## config.mk

```make
export PLATFORM = sky130hd
export DESIGN_NAME = pixel_input
export DESIGN_NICKNAME = d
export VERILOG_FILES = /design/src/design/img_pkg.sv /design/src/design/pixel_input.sv
export VERILOG_INCLUDE_DIRS = /design/src /design/src/design
export SDC_FILE = /design/constraint.sdc
export NUM_CORES = 1
export LEC_CHECK = 0
export BUFFER_PORTS_ARGS = -buffer_cell sky130_fd_sc_hd__buf_4
export CAP_MARGIN = 10
export CORE_MARGIN = 2
export CORE_UTILIZATION = 35
export DETAILED_ROUTE_END_ITERATION = 7
export HOLD_SLACK_MARGIN = 0.15
export PLACE_DENSITY = 0.8
export SYNTH_ARGS = -nofsm -noshare
export SYNTH_HDL_FRONTEND = slang
export SYNTH_SLANG_ARGS = --single-unit
export TNS_END_PERCENT = 100
```

## constraint.sdc

```tcl
create_clock -name clk -period 2.7 [get_ports clk]
set_clock_uncertainty 0.05 [all_clocks]
set_input_delay 0.675 -clock clk [delete_from_list [all_inputs] [get_ports clk]]
set_output_delay 0.675 -clock clk [all_outputs]
set_load 0.01 [all_outputs]
```

## src/design/img_params.svh

```systemverilog
`ifndef IMG_PARAMS_SVH
`define IMG_PARAMS_SVH

// Header supplied by the host, stored ahead of the pixels
`define IMG_HEADER_WORDS 8
`define IMG_HEADER_BITS (`IMG_HEADER_WORDS * 16)

// On-chip frame memory in 16-bit words
`define IMG_RAM_DEPTH 1024
`define IMG_RAM_ADDR_BITS $clog2(`IMG_RAM_DEPTH)

// Sensor sample width
`define IMG_PIXEL_BITS 12

// Width of each frame status counter
`define IMG_COUNT_BITS 18

`endif

```

## src/design/img_pkg.sv

```systemverilog
`include "img_params.svh"

package img_pkg;

    // Sensor pins as seen on one clock edge
    typedef struct packed {
        logic                       fv;
        logic                       lv;
        logic [`IMG_PIXEL_BITS-1:0] d;
    } pixel_in_t;

    // Pixel as stored, pad is always zero
    typedef struct packed {
        logic [15-`IMG_PIXEL_BITS:0] pad;
        logic [`IMG_PIXEL_BITS-1:0]  value;
    } pixel_word_t;

    // Frame memory word, a header word or a pixel word
    typedef union packed {
        logic [15:0] raw;
        pixel_word_t pix;
    } ram_word_u;

    typedef enum logic [1:0] {
        ram_cmd_none  = 2'd0,
        ram_cmd_write = 2'd1,
        ram_cmd_read  = 2'd2,
        ram_cmd_stop  = 2'd3
    } ram_cmd_e;

    typedef struct packed {
        logic [`IMG_COUNT_BITS-1:0] pixel_count;
        logic [`IMG_COUNT_BITS-1:0] highlight_count;
        logic [`IMG_COUNT_BITS-1:0] shadow_count;
    } frame_status_t;

    typedef enum logic [2:0] {
        ctrl_idle,
        ctrl_header,
        ctrl_capture,
        ctrl_read_start,
        ctrl_readout
    } ctrl_state_e;

    // Frame sync sequence of the pixel port
    typedef enum logic [1:0] {
        in_idle,
        in_wait_low,
        in_wait_high,
        in_write
    } in_state_e;

endpackage

```

## src/design/pixel_input.sv

```systemverilog
`timescale 1ns/100ps

module pixel_input import img_pkg::*; (
    input  logic        clk,
    input  logic        fifoIn_rst,
    input  logic        arm,
    input  pixel_in_t   img,
    output pixel_in_t   pins_q,
    output logic        pix_write,
    output pixel_word_t pix_word,
    output logic        done
);

    in_state_e state;

    // ========================================================================
    // Pin register and frame sync
    // ========================================================================
    always_ff @(posedge clk) begin
        if (!fifoIn_rst) begin
            pins_q <= '0;
            state  <= in_idle;
            done   <= 1'b0;
        end else begin
            pins_q <= img;

            case (state)
                // Skip any frame already running
                in_wait_low: begin
                    if (!pins_q.fv) begin
                        state <= in_wait_high;
                    end
                end
                in_wait_high: begin
                    if (pins_q.fv) begin
                        state <= in_write;
                    end
                end
                in_write: begin
                    if (!pins_q.fv) begin
                        done  <= 1'b1;
                        state <= in_idle;
                    end
                end
                default: begin
                end
            endcase

            // A new arm restarts the sequence from any state
            if (arm) begin
                state <= in_wait_low;
                done  <= 1'b0;
            end
        end
    end

    // First valid sample is taken on the cycle the sequence sees fv rise
    assign pix_write = pins_q.fv && pins_q.lv &&
                       (state == in_wait_high || state == in_write);

    assign pix_word = '{pad: '0, value: pins_q.d};

endmodule

```

==> results.py <==
metrics = {
    "worst_hold_path": {
        "hold_class": "register to register",
    },
    "die": {
        "io_pins": 49,
        "initial_utilization": 0.370,
        "num_rows": 16,
        "coreArea_um2": 1940,
        "die_y_um": 49.3,
        "die_x_um": 49.3,
        "dieArea_um2": 2430,
    },
    "drt": {
        "postRouteAntennaNets": 0,
        "routed-via-count": 550,
        "drt_iter0_drc": 0,
        "drt_first_pass_iters": 1,
        "drc": 0,
        "wl_per_cell_um": 10.5,
        "vias_per_cell": 4.23,
        "wl_mm": 1.36,
    },
    "layout": {
        "fin_cells": 130,
        "final_layout_size_suffix_gt1_frac": 0.476,
        "final_common_cell": "buf_4",
        "nFillCells": 188,
        "antenna_cells": 0,
        "nNetsFinal": 125,
        "area_growth_pct": 38.8,
        "layout_common_cells": "buf_4 (44), dfxtp_1 (17), and2_1 (14), ha_1 (4), conb_1 (4)",
        "fin_util": 0.514,
    },
    "sta": {
        "hold_ws_ns": 0.427,
        "tns_ns": 0,
        "report.final.slew_viol_count": 0,
        "rsz0062_at_grt": "false",
        "setup_viol": 0,
        "fin_crit_sh": 0.800,
        "hold_viol": 0,
        "fmax_mhz": 463,
        "layout_min_cycle_time_ns": 2.16,
    },
    "synthesis": {
        "avgSynthCellArea_um2": 10.4,
        "ys_top_cells_by_area": "dfxtp_1 (47%), buf_4 (17%), and2_1 (12%)",
        "synth-seq-cells": 17,
        "yosysTopAreaCell": "dfxtp_1",
        "synth_top_area_share": 0.473,
        "yosysSeqAreaShare": 0.473,
        "yosysWarnings": 0,
        "post_synth_num_cell_types": 20,
        "synthCells": 69,
        "netlist_area_um2": 719,
    },
    "clocking": {
        "cts_hold_buf": 0,
        "clkSinkCount": 17,
        "clk_pin_slew_ns": 0.10,
        "postCtsSetupRepairBufs": 0,
        "cts_buffer_depth": 2,
        "ctsHtreeMaxLevel": 1,
        "cts_root_buf": "clkbuf_4",
        "cts_buffers": 3,
        "ctsResizeCount": 0,
        "cts_tree": "done",
        "worstSkewPairLatency_ns": 0.29,
    },
    "setup_path": {
        "cp.required_ns": 1.98,
        "arrival_ns": 1.43,
        "worstSetupPathType": "register to output pin",
        "critPathBufInv": 2,
        "crit_path_max_incr_delay_ns": 0.45,
        "path_max_fanout": 6,
        "path_cells": "inv_1 -> ha_1 -> o211a_1 -> buf_4",
        "cp_top_family": "flip-flops",
        "crit_path_end_kind": "output pin",
        "cp_slowest_cell": "dfxtp_1",
        "start_kind": "register",
    },
    "grt": {
        "grt_use_met3": 0.0583,
        "first_global_vias": 508,
        "grt_start_max_net_pins": 17,
        "grtUsageMet1": 0.132,
        "antenna_found_initial": 0,
        "grt_first_pass_wirelength_mm": 2.25,
        "grt-busiest-layer": "met2",
        "grt_usage": 0.124,
        "use_met2": 0.207,
        "gr-total-overflow": 0,
    },
    "flow_run": {
        "max_cap_viol_count": 0,
    },
    "placement": {
        "dpl.cell_count": 126,
        "gp_congestion": 0.732,
        "io_buffers": 44,
        "dp_hpwl_mm": 1.08,
    },
    "outcome": {
        "status": "completed",
    },
    "power_and_ir_drop": {
        "powerDensity_nw_per_um2": 500,
        "ir_drop_mv": 0.318,
        "leakage_nw": 0.534,
    },
}
## area by class of cell
type                    instances  area, um^2  share of cell area
well taps                      27        33.8              0.0338
flip-flops and latches         17         340               0.341
inverters                       2        7.51             0.00752
clock inverters                 1        5.00             0.00501
clock buffers                   3        22.5              0.0226
repair buffers                 44         330               0.331
multi-input cells              36         259               0.259
## kinds of logic after synthesis
kind of cell / Yosys count / synth area share
flops: 17 / 0.473
simple gates: 22 / 0.198
buf+inv: 19 / 0.183
compound gates: 6 / 0.0713
fa+ha+maj: 4 / 0.0696
other cells: 1 / 0.00521
## state kept, by name (all words and copies together) (netlist names)
register  cells
done          1
pins_q       14
state         2
## per-stage QoR
step,cell area (um^2),setup slack (ns),total power [mW]
floorplan,731,1.06,0.333
global placement,971,0.930,0.367
detailed placement,971,0.885,0.370
CTS,998,0.540,0.510
global route,998,0.458,0.533
finish,998,0.541,0.499
## power breakdown
part,total (mW),internal [mW],switching (mW)
sequential,0.275,0.264,0.0103
combinational,0.0887,0.0534,0.0353
clock,0.136,0.0551,0.0807
total,0.499,0.373,0.126
## Yosys cell counts, drive strengths merged
library cell,n
conb,1
o31ai,1
nor4b,1
clkbuf,1
nor3b,1
inv,2
nor2,1
o311a,1
o21a,2
and2b,2
o211a,1
or4,1
ha,4
and2,14
nor3,1
buf,16
and3,1
a211o,1
dfxtp,17
## path summary, 6_finish.rpt
kind	start	endpoint	slack, ns	cells after the start
setup / recovery	state[0]	pix_write	0.54	4
hold / removal	done	done	0.43	1
setup reg to reg	state[0]	state[1]	1.01	5
hold reg to reg	done	done	0.43	1
## per-layer routing
metal / routed length (um) / share of wire
met4: 14 / 0.010
met2: 734 / 0.54
met1: 498 / 0.37
met5: 0 / 0
met3: 115 / 0.084
Note: power is estimated with default switching activity, not from simulation.
