--- config.mk ---
export PLATFORM = sky130hd
export DESIGN_NAME = capture_ctrl
export DESIGN_NICKNAME = d
export VERILOG_FILES = /design/src/design/img_pkg.sv /design/src/design/capture_ctrl.sv
export VERILOG_INCLUDE_DIRS = /design/src /design/src/design
export SDC_FILE = /design/constraint.sdc
export NUM_CORES = 1
export LEC_CHECK = 0
export BUFFER_PORTS_ARGS = -buffer_cell sky130_fd_sc_hd__buf_2
export CAP_MARGIN = 20
export CORE_UTILIZATION = 50
export CTS_CLUSTER_DIAMETER = 60
export DETAILED_ROUTE_END_ITERATION = 10
export PLACE_DENSITY = 0.75
export SLEW_MARGIN = 20
export SYNTH_ARGS = -nofsm -noshare
export SYNTH_HDL_FRONTEND = slang
export SYNTH_SLANG_ARGS = --single-unit
--- constraint.sdc ---
create_clock -name clk -period 9.7 [get_ports clk]
set_input_delay 0.485 -clock clk [delete_from_list [all_inputs] [get_ports clk]]
set_output_delay 0.485 -clock clk [all_outputs]
set_load 0.02 [all_outputs]
--- src/design/img_params.svh ---
`ifndef IMG_PARAMS_SVH
`define IMG_PARAMS_SVH

// Header supplied by the host, stored ahead of the pixels
`define IMG_HEADER_WORDS 8
`define IMG_HEADER_BITS (`IMG_HEADER_WORDS * 16)

// On-chip frame memory in 16-bit words
`define IMG_RAM_DEPTH 1024
`define IMG_RAM_ADDR_BITS $clog2(`IMG_RAM_DEPTH)

// Sensor sample width
`define IMG_PIXEL_BITS 12

// Width of each frame status counter
`define IMG_COUNT_BITS 18

`endif

--- src/design/img_pkg.sv ---
`include "img_params.svh"

package img_pkg;

    // Sensor pins as seen on one clock edge
    typedef struct packed {
        logic                       fv;
        logic                       lv;
        logic [`IMG_PIXEL_BITS-1:0] d;
    } pixel_in_t;

    // Pixel as stored, pad is always zero
    typedef struct packed {
        logic [15-`IMG_PIXEL_BITS:0] pad;
        logic [`IMG_PIXEL_BITS-1:0]  value;
    } pixel_word_t;

    // Frame memory word, a header word or a pixel word
    typedef union packed {
        logic [15:0] raw;
        pixel_word_t pix;
    } ram_word_u;

    typedef enum logic [1:0] {
        ram_cmd_none  = 2'd0,
        ram_cmd_write = 2'd1,
        ram_cmd_read  = 2'd2,
        ram_cmd_stop  = 2'd3
    } ram_cmd_e;

    typedef struct packed {
        logic [`IMG_COUNT_BITS-1:0] pixel_count;
        logic [`IMG_COUNT_BITS-1:0] highlight_count;
        logic [`IMG_COUNT_BITS-1:0] shadow_count;
    } frame_status_t;

    typedef enum logic [2:0] {
        ctrl_idle,
        ctrl_header,
        ctrl_capture,
        ctrl_read_start,
        ctrl_readout
    } ctrl_state_e;

    // Frame sync sequence of the pixel port
    typedef enum logic [1:0] {
        in_idle,
        in_wait_low,
        in_wait_high,
        in_write
    } in_state_e;

endpackage

--- src/design/capture_ctrl.sv ---
`timescale 1ns/100ps
`include "img_params.svh"

module capture_ctrl import img_pkg::*; (
    input  logic                        clk,
    input  logic                        fifoIn_rst,
    input  logic                        cmd_capture,
    input  logic [`IMG_HEADER_BITS-1:0] cmd_header,
    input  logic                        pix_write,
    input  pixel_word_t                 pix_word,
    input  logic                        done,
    input  logic [`IMG_COUNT_BITS-1:0]  pixel_count,
    input  logic                        readout_ready,
    input  logic                        readout_trigger,
    output logic                        arm,
    output ram_cmd_e                    ram_cmd,
    output logic                        write_trigger,
    output ram_word_u                   write_data,
    output logic                        capture_done
);

    localparam int HDR_CNT_W  = $clog2(`IMG_HEADER_WORDS + 1);
    localparam int READ_CNT_W = `IMG_COUNT_BITS + 1;

    ctrl_state_e                 state;
    logic [HDR_CNT_W-1:0]        hdr_cnt;
    logic [READ_CNT_W-1:0]       read_cnt;
    logic [`IMG_HEADER_BITS-1:0] hdr_sr;
    logic                        xfer;

    assign xfer = readout_ready && readout_trigger;

    // ========================================================================
    // Header shifter and write data
    // ========================================================================
    always_ff @(posedge clk) begin
        if (cmd_capture) begin
            hdr_sr <= cmd_header;
        end else if (state == ctrl_header) begin
            hdr_sr <= hdr_sr << 16;
        end

        // Most significant header word goes out first
        if (state == ctrl_header) begin
            write_data.raw <= hdr_sr[`IMG_HEADER_BITS-1 -: 16];
        end else if (state == ctrl_capture && pix_write) begin
            write_data.pix <= pix_word;
        end
    end

    // ========================================================================
    // Control FSM
    // ========================================================================
    always_ff @(posedge clk) begin
        if (!fifoIn_rst) begin
            state         <= ctrl_idle;
            hdr_cnt       <= '0;
            read_cnt      <= '0;
            arm           <= 1'b0;
            ram_cmd       <= ram_cmd_none;
            write_trigger <= 1'b0;
            capture_done  <= 1'b0;
        end else begin
            // Strobes default low
            ram_cmd       <= ram_cmd_none;
            write_trigger <= 1'b0;
            arm           <= 1'b0;
            capture_done  <= 1'b0;

            case (state)
                ctrl_header: begin
                    if (hdr_cnt == HDR_CNT_W'(`IMG_HEADER_WORDS)) begin
                        // Header is in memory, start the pixel port
                        arm   <= 1'b1;
                        state <= ctrl_capture;
                    end else begin
                        write_trigger <= 1'b1;
                        hdr_cnt       <= hdr_cnt + 1'b1;
                    end
                end

                ctrl_capture: begin
                    write_trigger <= pix_write;
                    // done of the previous frame is still up while arm is out
                    if (done && !arm) begin
                        ram_cmd      <= ram_cmd_read;
                        capture_done <= 1'b1;
                        read_cnt     <= {1'b0, pixel_count} +
                                        READ_CNT_W'(`IMG_HEADER_WORDS);
                        state        <= ctrl_read_start;
                    end
                end

                // Read command is being taken by the memory
                ctrl_read_start: begin
                    state <= ctrl_readout;
                end

                ctrl_readout: begin
                    if (xfer) begin
                        read_cnt <= read_cnt - 1'b1;
                        if (read_cnt == READ_CNT_W'(1)) begin
                            ram_cmd <= ram_cmd_stop;
                            state   <= ctrl_idle;
                        end
                    end
                end

                default: begin
                end
            endcase

            // Restart from the header in any state
            if (cmd_capture) begin
                state         <= ctrl_header;
                hdr_cnt       <= '0;
                ram_cmd       <= ram_cmd_write;
                write_trigger <= 1'b0;
                arm           <= 1'b0;
                capture_done  <= 1'b0;
            end
        end
    end

endmodule

==> impl_results.md <==
- Area share of the largest cell type after synthesis: 0.5460
- Total clock buffers created by CTS: 17
- Post-route minimum period: about 2900 ps
- Async S/R FF share, synth: 0
- Power Dens Cells: between 150 and 200 nW/um^2
- Top cells by area, synth: edfxtp_1 55%, mux2_2 18%, dfxtp_1 7.8%
- Site Rows: 45
- Ant. Diodes: 0
- Clock Power Share: 0.403
- DRT antenna net count: 0
- Syn_nets: approximately 740
- Slew HR: 0.3347
- Cells on Worst Hold Path: 2
- I/O Buffers: ~190
- Share of cells above drive strength 1: 0.4758
- Tightest Hold Check Type: in -> reg
- Setup-failing EPs final: 0
- Clock slew at reported path FFs: roughly 60 ps
- Mapped cell area: a little under 8000 um^2
- First-pass GRT wire length: about 25000 um
- Die Wd: 127.9 um
- Hold Path End: hdr_sr[10]
- Reg-to-reg endpoint: state[2]
- Total power: roughly 1.8 mW
- H-tree Lvls: 4
- Warning count from the yosys run: 0
- Synthesized flop and latch total: about 180
- RSZ-0062 raised after global routing: false
- Syn Inst Count: around 570
- Core area: roughly 15000 um^2
- R2r startpoint: state[2]
- Number of synthesized flops with an enable pin: about 140
- CP arrival: between 3000 and 4000 ps
- Root buf cell: clkbuf_16
- R2R Setup Slk: 6800 ps
- Hold Violations, Final: 0
- Fin crit share: 0.2987
- Peak VDD IR: ~0.14 mV
- Post-Route WL: ~16000 um
- Max Freq: 345.2 MHz
- Layout fillers: between 1000 and 1500
- DR pass1 iterations: 4
- Die height: 127.9 um
- Synth Area in XOR/XNOR: 0.01438
- Commonest non-fill, non-tap cell in the layout: buf_2
- Simple-gate share of the synthesized area: 0.08863
- Crit end category: register
- # DRC: 0
- CTS Buffer Depth: 2
- Avg WL per Cell: ~16 um
- Largest family of logic cells by synthesized area: multiplexers
- Cts repair resizes: 0
- Critical setup path kind: reg -> reg
- Syn_area_per_cell: ~14 um^2
- Final Max Slew Viols: 0
- Routed vias: approximately 5200
- Count of cell types in the netlist: 56
- Number of global-route vias before repair: between 5000 and 6000
- Gr ovfl total: 0
- RD Place Congestion: between 0.8 and 0.9
- Post-layout nets: between 900 and 1000
- Startpoint types: register
- Setup TNS: 0 ps
- Leakage: approximately 3.8 nW
- Peak fanout along the critical path: 27
- Largest net degree at the start of global routing: 84
- WP data required: around 10000 ps
- Register share of total power: 0.504
- Outcome: finished, final reports clean
- # IOs: 190
- Post-synthesis compound-gate area fraction: 0.06288
- Max Cap Viol: 0
- Comb pwr share: 0.094
- Worst-margin pin slew: 996.8 ps
- DR iter-0 viols: ~310
- CTS tree: built
- GRT Total Usage: 0.1980
- Seq/Total Area, Yosys: 0.6243
- Hold_sp: cmd_header[10]
- Starting Density: 0.5172
- Pint: 1.436 mW
- Setup Buffers After CTS: 0
- Leading area contributor after synthesis: edfxtp_1
- Synth Area in Adders: 0.007899
- Net switching power: about 370 uW
- Die Footprint: 16350 um^2
- Primary FF master, synth: edfxtp_1
- Via-per-instance ratio: between 5 and 6
- Sw Share: 0.2058
- Dpl hpwl: between 10000 and 15000 um
- Worst skew pair latency: 420 ps
- Initial antenna violation count: 0
- Most frequent cells in the layout: 188 x buf_2, 144 x edfxtp_1, 128 x mux2_2, 33 x nand2_1, 31 x dfxtp_1
- R2r worst-path depth: 5
- # clock sinks: 175
- Synth-to-layout area growth: 22.37%
- Post-synthesis mux area share: 0.1833
- Hold buffer count at CTS: 0
- Clock Skews: roughly 11 ps
[power groups by stage]
stage / clock network (mW) / logic [mW] / registers [mW]
floorplan: 0 / 0.102 / 0.928
global placement: 0 / 0.164 / 0.924
detailed placement: 0 / 0.169 / 0.927
CTS: 0.741 / 0.171 / 0.912
global route: 0.770 / 0.186 / 0.917
finish: 0.728 / 0.170 / 0.911
[metrics by stage]
step                      setup slack [ps]  area [um^2]  cells  hold slack (ps)  utilization
after CTS                             6815         9692    974            327.9       0.6328
after detailed placement              6623         9052    942            467.6       0.5911
after global routing                  6598         9692    974            329.2       0.6328
final                                 6803         9692    974            343.7       0.6328
after global placement                6721         9052    942            457.2       0.5911
after floorplan                       6531         7920    568            436.8            -
[synth_stat cells (5+ instances only)]
library cell	count
o21ai_0	20
ha_1	5
inv_1	9
nand2_1	33
nor2_1	24
nor4_1	8
nand3_1	8
and2_1	19
nor3_1	7
edfxtp_1	144
clkbuf_1	22
mux2_2	128
dfxtp_1	31
xnor2_1	9
a21oi_1	26
[cell families after synthesis]
family | count (synthesis)
flip-flops | 175
AND/OR/NAND/NOR | 128
AO/OA/AOI/OAI | 80
XOR/XNOR | 13
buffers and inverters | 38
adder cells (fa/ha/maj) | 5
multiplexers | 129
[worst max-delay path, stage by stage (launching register included)]
cell,delay [ps]
dfxtp_1,550
nor3b_4,890
nand4_2,340
or4_1,700
a21oi_1,230
nor2_1,60
[state kept, by name (all words and copies together) (netlist names)]
signal	count
ram_cmd	2
capture_done	1
write_trigger	1
state	3
read_cnt	19
hdr_cnt	4
arm	1
write_data	16
hdr_sr	128
[metal layers]
layer  vias up  share of wire  GRT usage  routed length (um)
met5         -              0          0                   0
met4         0          0.021    0.08927                 338
met3        24          0.083    0.06469                1323
met2       210           0.48     0.3223                7571
met1      2463           0.42     0.2404                6644
li1       2532              -          -                   -
[how the worst max path moves through the flow]
| stage | startpoint | end | slack [ps] |
|---|---|---|---|
| CTS | state[0] | hdr_sr[88] | 6810 |
| global route | state[0] | hdr_sr[47] | 6600 |
| global placement | cmd_capture | hdr_sr[121] | 6720 |
| finish | state[2] | state[2] | 6800 |
| floorplan | state[1] | hdr_sr[0] | 6530 |
| detailed placement | cmd_capture | hdr_sr[122] | 6620 |
[final cells by class]
cell class | count | area (um^2) | share of cell area
repair buffers | 192 | 970.9 | 0.1002
well taps | 211 | 264.0 | 0.02724
clock buffers | 17 | 425.4 | 0.04389
clock inverters | 15 | 214.0 | 0.02208
multi-input cells | 355 | 2839 | 0.2929
flip-flops and latches | 175 | 4945 | 0.5102
inverters | 9 | 33.78 | 0.003486
(Power assumes the default switching activity.)
