## src/design/img_params.svh

```systemverilog
`ifndef IMG_PARAMS_SVH
`define IMG_PARAMS_SVH

// Header supplied by the host, stored ahead of the pixels
`define IMG_HEADER_WORDS 8
`define IMG_HEADER_BITS (`IMG_HEADER_WORDS * 16)

// On-chip frame memory in 16-bit words
`define IMG_RAM_DEPTH 1024
`define IMG_RAM_ADDR_BITS $clog2(`IMG_RAM_DEPTH)

// Sensor sample width
`define IMG_PIXEL_BITS 12

// Width of each frame status counter
`define IMG_COUNT_BITS 18

`endif

```

## src/design/img_pkg.sv

```systemverilog
`include "img_params.svh"

package img_pkg;

    // Sensor pins as seen on one clock edge
    typedef struct packed {
        logic                       fv;
        logic                       lv;
        logic [`IMG_PIXEL_BITS-1:0] d;
    } pixel_in_t;

    // Pixel as stored, pad is always zero
    typedef struct packed {
        logic [15-`IMG_PIXEL_BITS:0] pad;
        logic [`IMG_PIXEL_BITS-1:0]  value;
    } pixel_word_t;

    // Frame memory word, a header word or a pixel word
    typedef union packed {
        logic [15:0] raw;
        pixel_word_t pix;
    } ram_word_u;

    typedef enum logic [1:0] {
        ram_cmd_none  = 2'd0,
        ram_cmd_write = 2'd1,
        ram_cmd_read  = 2'd2,
        ram_cmd_stop  = 2'd3
    } ram_cmd_e;

    typedef struct packed {
        logic [`IMG_COUNT_BITS-1:0] pixel_count;
        logic [`IMG_COUNT_BITS-1:0] highlight_count;
        logic [`IMG_COUNT_BITS-1:0] shadow_count;
    } frame_status_t;

    typedef enum logic [2:0] {
        ctrl_idle,
        ctrl_header,
        ctrl_capture,
        ctrl_read_start,
        ctrl_readout
    } ctrl_state_e;

    // Frame sync sequence of the pixel port
    typedef enum logic [1:0] {
        in_idle,
        in_wait_low,
        in_wait_high,
        in_write
    } in_state_e;

endpackage

```

## src/design/frame_stats.sv

```systemverilog
`timescale 1ns/100ps
`include "img_params.svh"

module frame_stats import img_pkg::*; (
    input  logic          clk,
    input  logic          fifoIn_rst,
    input  logic          arm,
    input  pixel_in_t     pins_q,
    input  logic          pix_write,
    output frame_status_t status
);

    logic                       lv_prev;
    logic [1:0]                 col_phase;
    logic [1:0]                 line_phase;
    logic                       stat_en;
    logic [`IMG_PIXEL_BITS-1:0] stat_px;

    // Sampled pixel for the stats stage
    always_ff @(posedge clk) begin
        stat_px <= pins_q.d;
    end

    always_ff @(posedge clk) begin
        if (!fifoIn_rst) begin
            lv_prev    <= 1'b0;
            col_phase  <= 2'd0;
            line_phase <= 2'd0;
            stat_en    <= 1'b0;
            status     <= '0;
        end else begin
            lv_prev <= pins_q.lv;

            // 4x4 subsampling grid
            if (!pins_q.lv) col_phase <= 2'd0;
            else            col_phase <= col_phase + 2'd1;

            if (!pins_q.fv)                  line_phase <= 2'd0;
            else if (lv_prev && !pins_q.lv)  line_phase <= line_phase + 2'd1;

            stat_en <= pix_write && col_phase == 2'd0 && line_phase == 2'd0;

            if (pix_write) begin
                status.pixel_count <= status.pixel_count + 1'b1;
            end

            // Top 7 bits decide highlight or shadow
            if (stat_en) begin
                if (&stat_px[`IMG_PIXEL_BITS-1 -: 7]) begin
                    status.highlight_count <= status.highlight_count + 1'b1;
                end else if (~|stat_px[`IMG_PIXEL_BITS-1 -: 7]) begin
                    status.shadow_count <= status.shadow_count + 1'b1;
                end
            end

            if (arm) begin
                status <= '0;
            end
        end
    end

endmodule

```

## config.mk

```make
export PLATFORM = sky130hd
export DESIGN_NAME = frame_stats
export DESIGN_NICKNAME = d
export VERILOG_FILES = /design/src/design/img_pkg.sv /design/src/design/frame_stats.sv
export VERILOG_INCLUDE_DIRS = /design/src /design/src/design
export SDC_FILE = /design/constraint.sdc
export NUM_CORES = 1
export LEC_CHECK = 0
export BUFFER_PORTS_ARGS = -buffer_cell sky130_fd_sc_hd__buf_2
export CAP_MARGIN = 15
export CORE_UTILIZATION = 35
export CTS_CLUSTER_SIZE = 25
export DETAILED_ROUTE_END_ITERATION = 10
export REMOVE_ABC_BUFFERS = 1
export SLEW_MARGIN = 20
export SYNTH_ARGS = -nofsm -noshare
export SYNTH_HDL_FRONTEND = slang
export SYNTH_SLANG_ARGS = --single-unit
```

## constraint.sdc

```tcl
create_clock -name clk -period 3.89 [get_ports clk]
set_clock_uncertainty 0.05 [all_clocks]
set_input_delay 0.778 -clock clk [delete_from_list [all_inputs] [get_ports clk]]
set_output_delay 0.778 -clock clk [all_outputs]
set_load 0.005 [all_outputs]
```

==> metrics.txt <==
# TYPE chip_impl_metric gauge
chip_impl_info{name="status",value="finished clean"} 1
chip_impl_metric{name="route.detailed.vias_per_inst",unit=""} 5.081
chip_impl_metric{name="first_pass_iters",unit=""} 4
chip_impl_info{name="grt_setup_unrepaired",value="false"} 1
chip_impl_metric{name="rows",unit=""} 33
chip_impl_metric{name="grt_pass1_vias",unit=""} 2294
chip_impl_metric{name="initial_antenna_violation_count",unit=""} 0
chip_impl_info{name="worst_r2r_startpoint",value="stat_px[8]"} 1
chip_impl_metric{name="global_route.usage.total",unit=""} 0.1545
chip_impl_metric{name="clock_insertion_delay_worst_skew",unit="ns"} 0.34
chip_impl_info{name="start_to_end_type_of_the_worst_setup_path",value="in -> reg"} 1
chip_impl_metric{name="critPathMaxFanout",unit=""} 7
chip_impl_metric{name="cp.buffers_inverters",unit=""} 1
chip_impl_metric{name="route.vias.total",unit=""} 2566
chip_impl_metric{name="drtIter0Drc",unit=""} 126
chip_impl_metric{name="floorplan.initialDensity",unit=""} 0.3603
chip_impl_metric{name="timing.final.max_slew_violations",unit=""} 0
chip_impl_info{name="ctsRootBufferMaster",value="clkbuf_8"} 1
chip_impl_metric{name="asyncSetResetFlopFracSynth",unit=""} 0
chip_impl_metric{name="cp_data_required_time",unit="ns"} 4.10
chip_impl_metric{name="die_y_extent",unit="um"} 93.97
chip_impl_info{name="cp-start-kind",value="input port"} 1
chip_impl_metric{name="cpPeakStageDelay",unit="ns"} 0.54
chip_impl_metric{name="post_route_cells_drive_above_1_share",unit=""} 0.2300
chip_impl_metric{name="crit_cells",unit=""} 5
chip_impl_info{name="hold_path.class",value="reg -> reg"} 1
chip_impl_metric{name="swShare",unit=""} 0.2010
chip_impl_metric{name="cts_inserted_buffers",unit=""} 9
chip_impl_metric{name="largest_net_degree_at_the_start_of_global_routing",unit=""} 51
chip_impl_metric{name="power.leakage",unit="nW"} 1.366
chip_impl_metric{name="syn_avg_cell_area",unit="um^2"} 8.944
chip_impl_metric{name="achievable-frequency",unit="MHz"} 474.5
chip_impl_metric{name="dpl.hpwl",unit="mm"} 4.551
chip_impl_metric{name="layout-area-overhead-vs-synth",unit="%"} 21.98
chip_impl_info{name="timing.critical_path.max_delay_family",value="simple AND/OR/NAND/NOR gates"} 1
chip_impl_metric{name="drt-total-wl",unit="mm"} 6.433
chip_impl_info{name="tritoncts",value="done"} 1
chip_impl_metric{name="power_density",unit="mW/mm^2"} 397.4
chip_impl_metric{name="io_pins",unit=""} 72
chip_impl_metric{name="fill_cells",unit=""} 820
chip_impl_info{name="min_from",value="status[53]"} 1
chip_impl_metric{name="synth-seq-area-share",unit=""} 0.4531
chip_impl_metric{name="synth-seq-cells",unit=""} 67
chip_impl_metric{name="die-area",unit="mm^2"} 0.008829
chip_impl_metric{name="replace_congestion",unit=""} 0.7826
chip_impl_metric{name="yosysWarningCount",unit=""} 0
chip_impl_metric{name="final_hold_viol_count",unit=""} 0
chip_impl_metric{name="core-area",unit="mm^2"} 0.008217
chip_impl_metric{name="ff2ff_setup_slack",unit="ns"} 1.91
chip_impl_metric{name="cts.reportedPaths.clkPinSlew",unit="ns"} 0.08
chip_impl_metric{name="cell_internal_pwr",unit="mW"} 1.147
chip_impl_metric{name="power.share.combinational",unit=""} 0.022
chip_impl_metric{name="holdPathStages",unit=""} 2
chip_impl_metric{name="final_core_utilization",unit=""} 0.4395
chip_impl_metric{name="cts.sinks",unit=""} 67
chip_impl_info{name="whs_endpoint",value="status[53]"} 1
chip_impl_metric{name="cts-resized-gates",unit=""} 0
chip_impl_metric{name="grt_first_pass_wirelength",unit="mm"} 10.72
chip_impl_info{name="cp_endpoint_kind",value="flip-flop"} 1
chip_impl_metric{name="setup_viol",unit=""} 0
chip_impl_metric{name="antenna_cells",unit=""} 0
chip_impl_metric{name="design_area",unit="mm^2"} 0.003611
chip_impl_metric{name="synth_cell_type_count",unit=""} 40
chip_impl_metric{name="worst-slew-pin-transition",unit="ns"} 1.017
chip_impl_metric{name="post_cts_setup_repair_bufs",unit=""} 0
chip_impl_metric{name="finalCritPeriodShare",unit=""} 0.5418
chip_impl_info{name="critical_path.cell_chain",value="buf_2, and4_1, or4b_4, or3_1, a21oi_1"} 1
chip_impl_metric{name="arrival",unit="ns"} 2.32
chip_impl_metric{name="placement.io_buffers",unit=""} 66
chip_impl_info{name="postSynth.topFlopCell",value="dfxtp_1"} 1
chip_impl_metric{name="net-switching-power",unit="uW"} 288.5
chip_impl_info{name="r2r-end",value="status[14]"} 1
chip_impl_metric{name="timing.setup.tns",unit="ns"} 0
chip_impl_metric{name="power.ir.vdd_worst",unit="mV"} 0.2228
chip_impl_metric{name="synth_cells",unit=""} 331
chip_impl_metric{name="slew-limit-headroom",unit=""} 0.3220
chip_impl_metric{name="routedWlPerCell",unit="um"} 12.74
chip_impl_metric{name="grt-ovfl-total",unit=""} 0
chip_impl_metric{name="synth_edf_count",unit=""} 0
chip_impl_metric{name="share_of_total_power_in_the_clock_network",unit=""} 0.490
chip_impl_metric{name="power_frac_seq",unit=""} 0.488
chip_impl_metric{name="dieWidth",unit="um"} 93.97
chip_impl_metric{name="cts_max_path_buffers",unit=""} 2
chip_impl_info{name="critPathSlowestCell",value="or4b_4"} 1
chip_impl_metric{name="final_worst_path_period_need",unit="ns"} 2.107
chip_impl_metric{name="maxCapViolations",unit=""} 0
chip_impl_metric{name="detailed_place.area",unit="mm^2"} 0.003369
chip_impl_metric{name="syn_area",unit="mm^2"} 0.002960
chip_impl_metric{name="ff2ff_path_depth",unit=""} 4
chip_impl_metric{name="drc",unit=""} 0
chip_impl_metric{name="final_antenna_net_count",unit=""} 0
chip_impl_metric{name="clock_tree.htree_level_count",unit=""} 3
chip_impl_metric{name="cts_hold_buf",unit=""} 0
chip_impl_metric{name="nets",unit=""} 418
chip_impl_metric{name="p_total",unit="mW"} 1.435
routing by layer:
| layer | vias up | routed length (um) | GRT usage | share of wire |
|---|---|---|---|---|
| met3 | 6 | 387 | 0.05340 | 0.060 |
| met5 | - | 0 | 0 | 0 |
| met1 | 1167 | 3140 | 0.2052 | 0.49 |
| met2 | 66 | 2847 | 0.2275 | 0.44 |
| met4 | 0 | 57 | 0.06154 | 0.0089 |
| li1 | 1327 | - | - | - |
final cells by class:
class                   instances  area [um^2]  share of cell area
clock buffers                  11        141.4             0.03915
clock inverters                 5        100.1             0.02772
inverters                       9        33.78            0.009356
multi-input cells             242         1533              0.4245
flip-flops and latches         67         1341              0.3714
well taps                     105        131.4             0.03638
repair buffers                 66        330.3             0.09148
worst min-delay path: stages, from the launching register on:
cell and delay [ns]:
dfxtp_1 0.32, o21ai_0 0.07, a21oi_1 0.06
cells in the final DEF (no fill, tap or decap), drive strengths merged, types with 10 or more instances in the layout:
cell	n
buf	66
xnor2	16
nand3	22
a21oi	25
or4	10
clkbuf	11
or3	15
nand2	22
nor2	33
nand4	15
dfxtp	67
o21ai	15
worst max path at each step:
stage,startpoint,endpoint,slack (ns)
5_1_grt,pix_write,status[53],1.74
6_report,pix_write,status[53],1.78
3_5_place_dp,pix_write,status[53],1.42
3_3_place_gp,pix_write,status[53],1.43
4_1_cts,pix_write,status[53],1.78
2_1_floorplan,arm,status[33],1.69
cells in the mapped netlist (4+ instances only):
| master | number | area (um^2) |
|---|---|---|
| nand4_1 | 12 | 75.07 |
| or3_1 | 15 | 93.84 |
| nor4_1 | 6 | 37.54 |
| and4_1 | 8 | 70.07 |
| nor3_1 | 4 | 20.02 |
| or4_1 | 8 | 60.06 |
| and3_1 | 6 | 37.54 |
| clkbuf_1 | 8 | 30.03 |
| o21ai_0 | 15 | 75.07 |
| ha_1 | 5 | 62.56 |
| o31ai_1 | 8 | 60.06 |
| nand2b_1 | 5 | 31.28 |
| a21oi_1 | 25 | 125.1 |
| nand3_1 | 22 | 110.1 |
| inv_1 | 9 | 33.78 |
| dfxtp_1 | 67 | 1341 |
| nor2_1 | 33 | 123.9 |
| nand2_1 | 22 | 82.58 |
| xor2_1 | 9 | 78.83 |
| xnor2_1 | 16 | 140.1 |
cells by family after synthesis:
family / count (synthesis) / synth area share
xor gates and xnor gates: 25 / 0.07396
and+or+nand+nor: 155 / 0.3068
DFF: 67 / 0.4531
muxes: 3 / 0.01014
adders and majority gates: 5 / 0.02113
buffers and inverters: 22 / 0.03001
AOI/OAI and AO/OA: 54 / 0.1048
state kept, by name (all words and copies together), names as in the netlist:
name,cells
stat_en,1
stat_px,7
line_phase,2
lv_prev,1
status,54
col_phase,2
through the flow:
step | hold WS, ns | cells | worst slack [ns]
5_1_grt | 0.4563 | 505 | 1.735
3_5_place_dp | 0.4230 | 489 | 1.422
3_3_place_gp | 0.4048 | 489 | 1.431
4_1_cts | 0.4341 | 505 | 1.785
6_report | 0.4371 | 505 | 1.783
2_1_floorplan | 0.4101 | 318 | 1.690
power groups by stage:
| stage | logic, mW | clock network (mW) | registers [mW] |
|---|---|---|---|
| 2_1_floorplan | 0.0180 | 0 | 0.715 |
| 3_3_place_gp | 0.0320 | 0 | 0.716 |
| 3_5_place_dp | 0.0327 | 0 | 0.716 |
| 4_1_cts | 0.0327 | 0.718 | 0.700 |
| 5_1_grt | 0.0366 | 0.750 | 0.701 |
| 6_report | 0.0319 | 0.703 | 0.701 |
No activity file was read; power rests on OpenSTA's default activity.
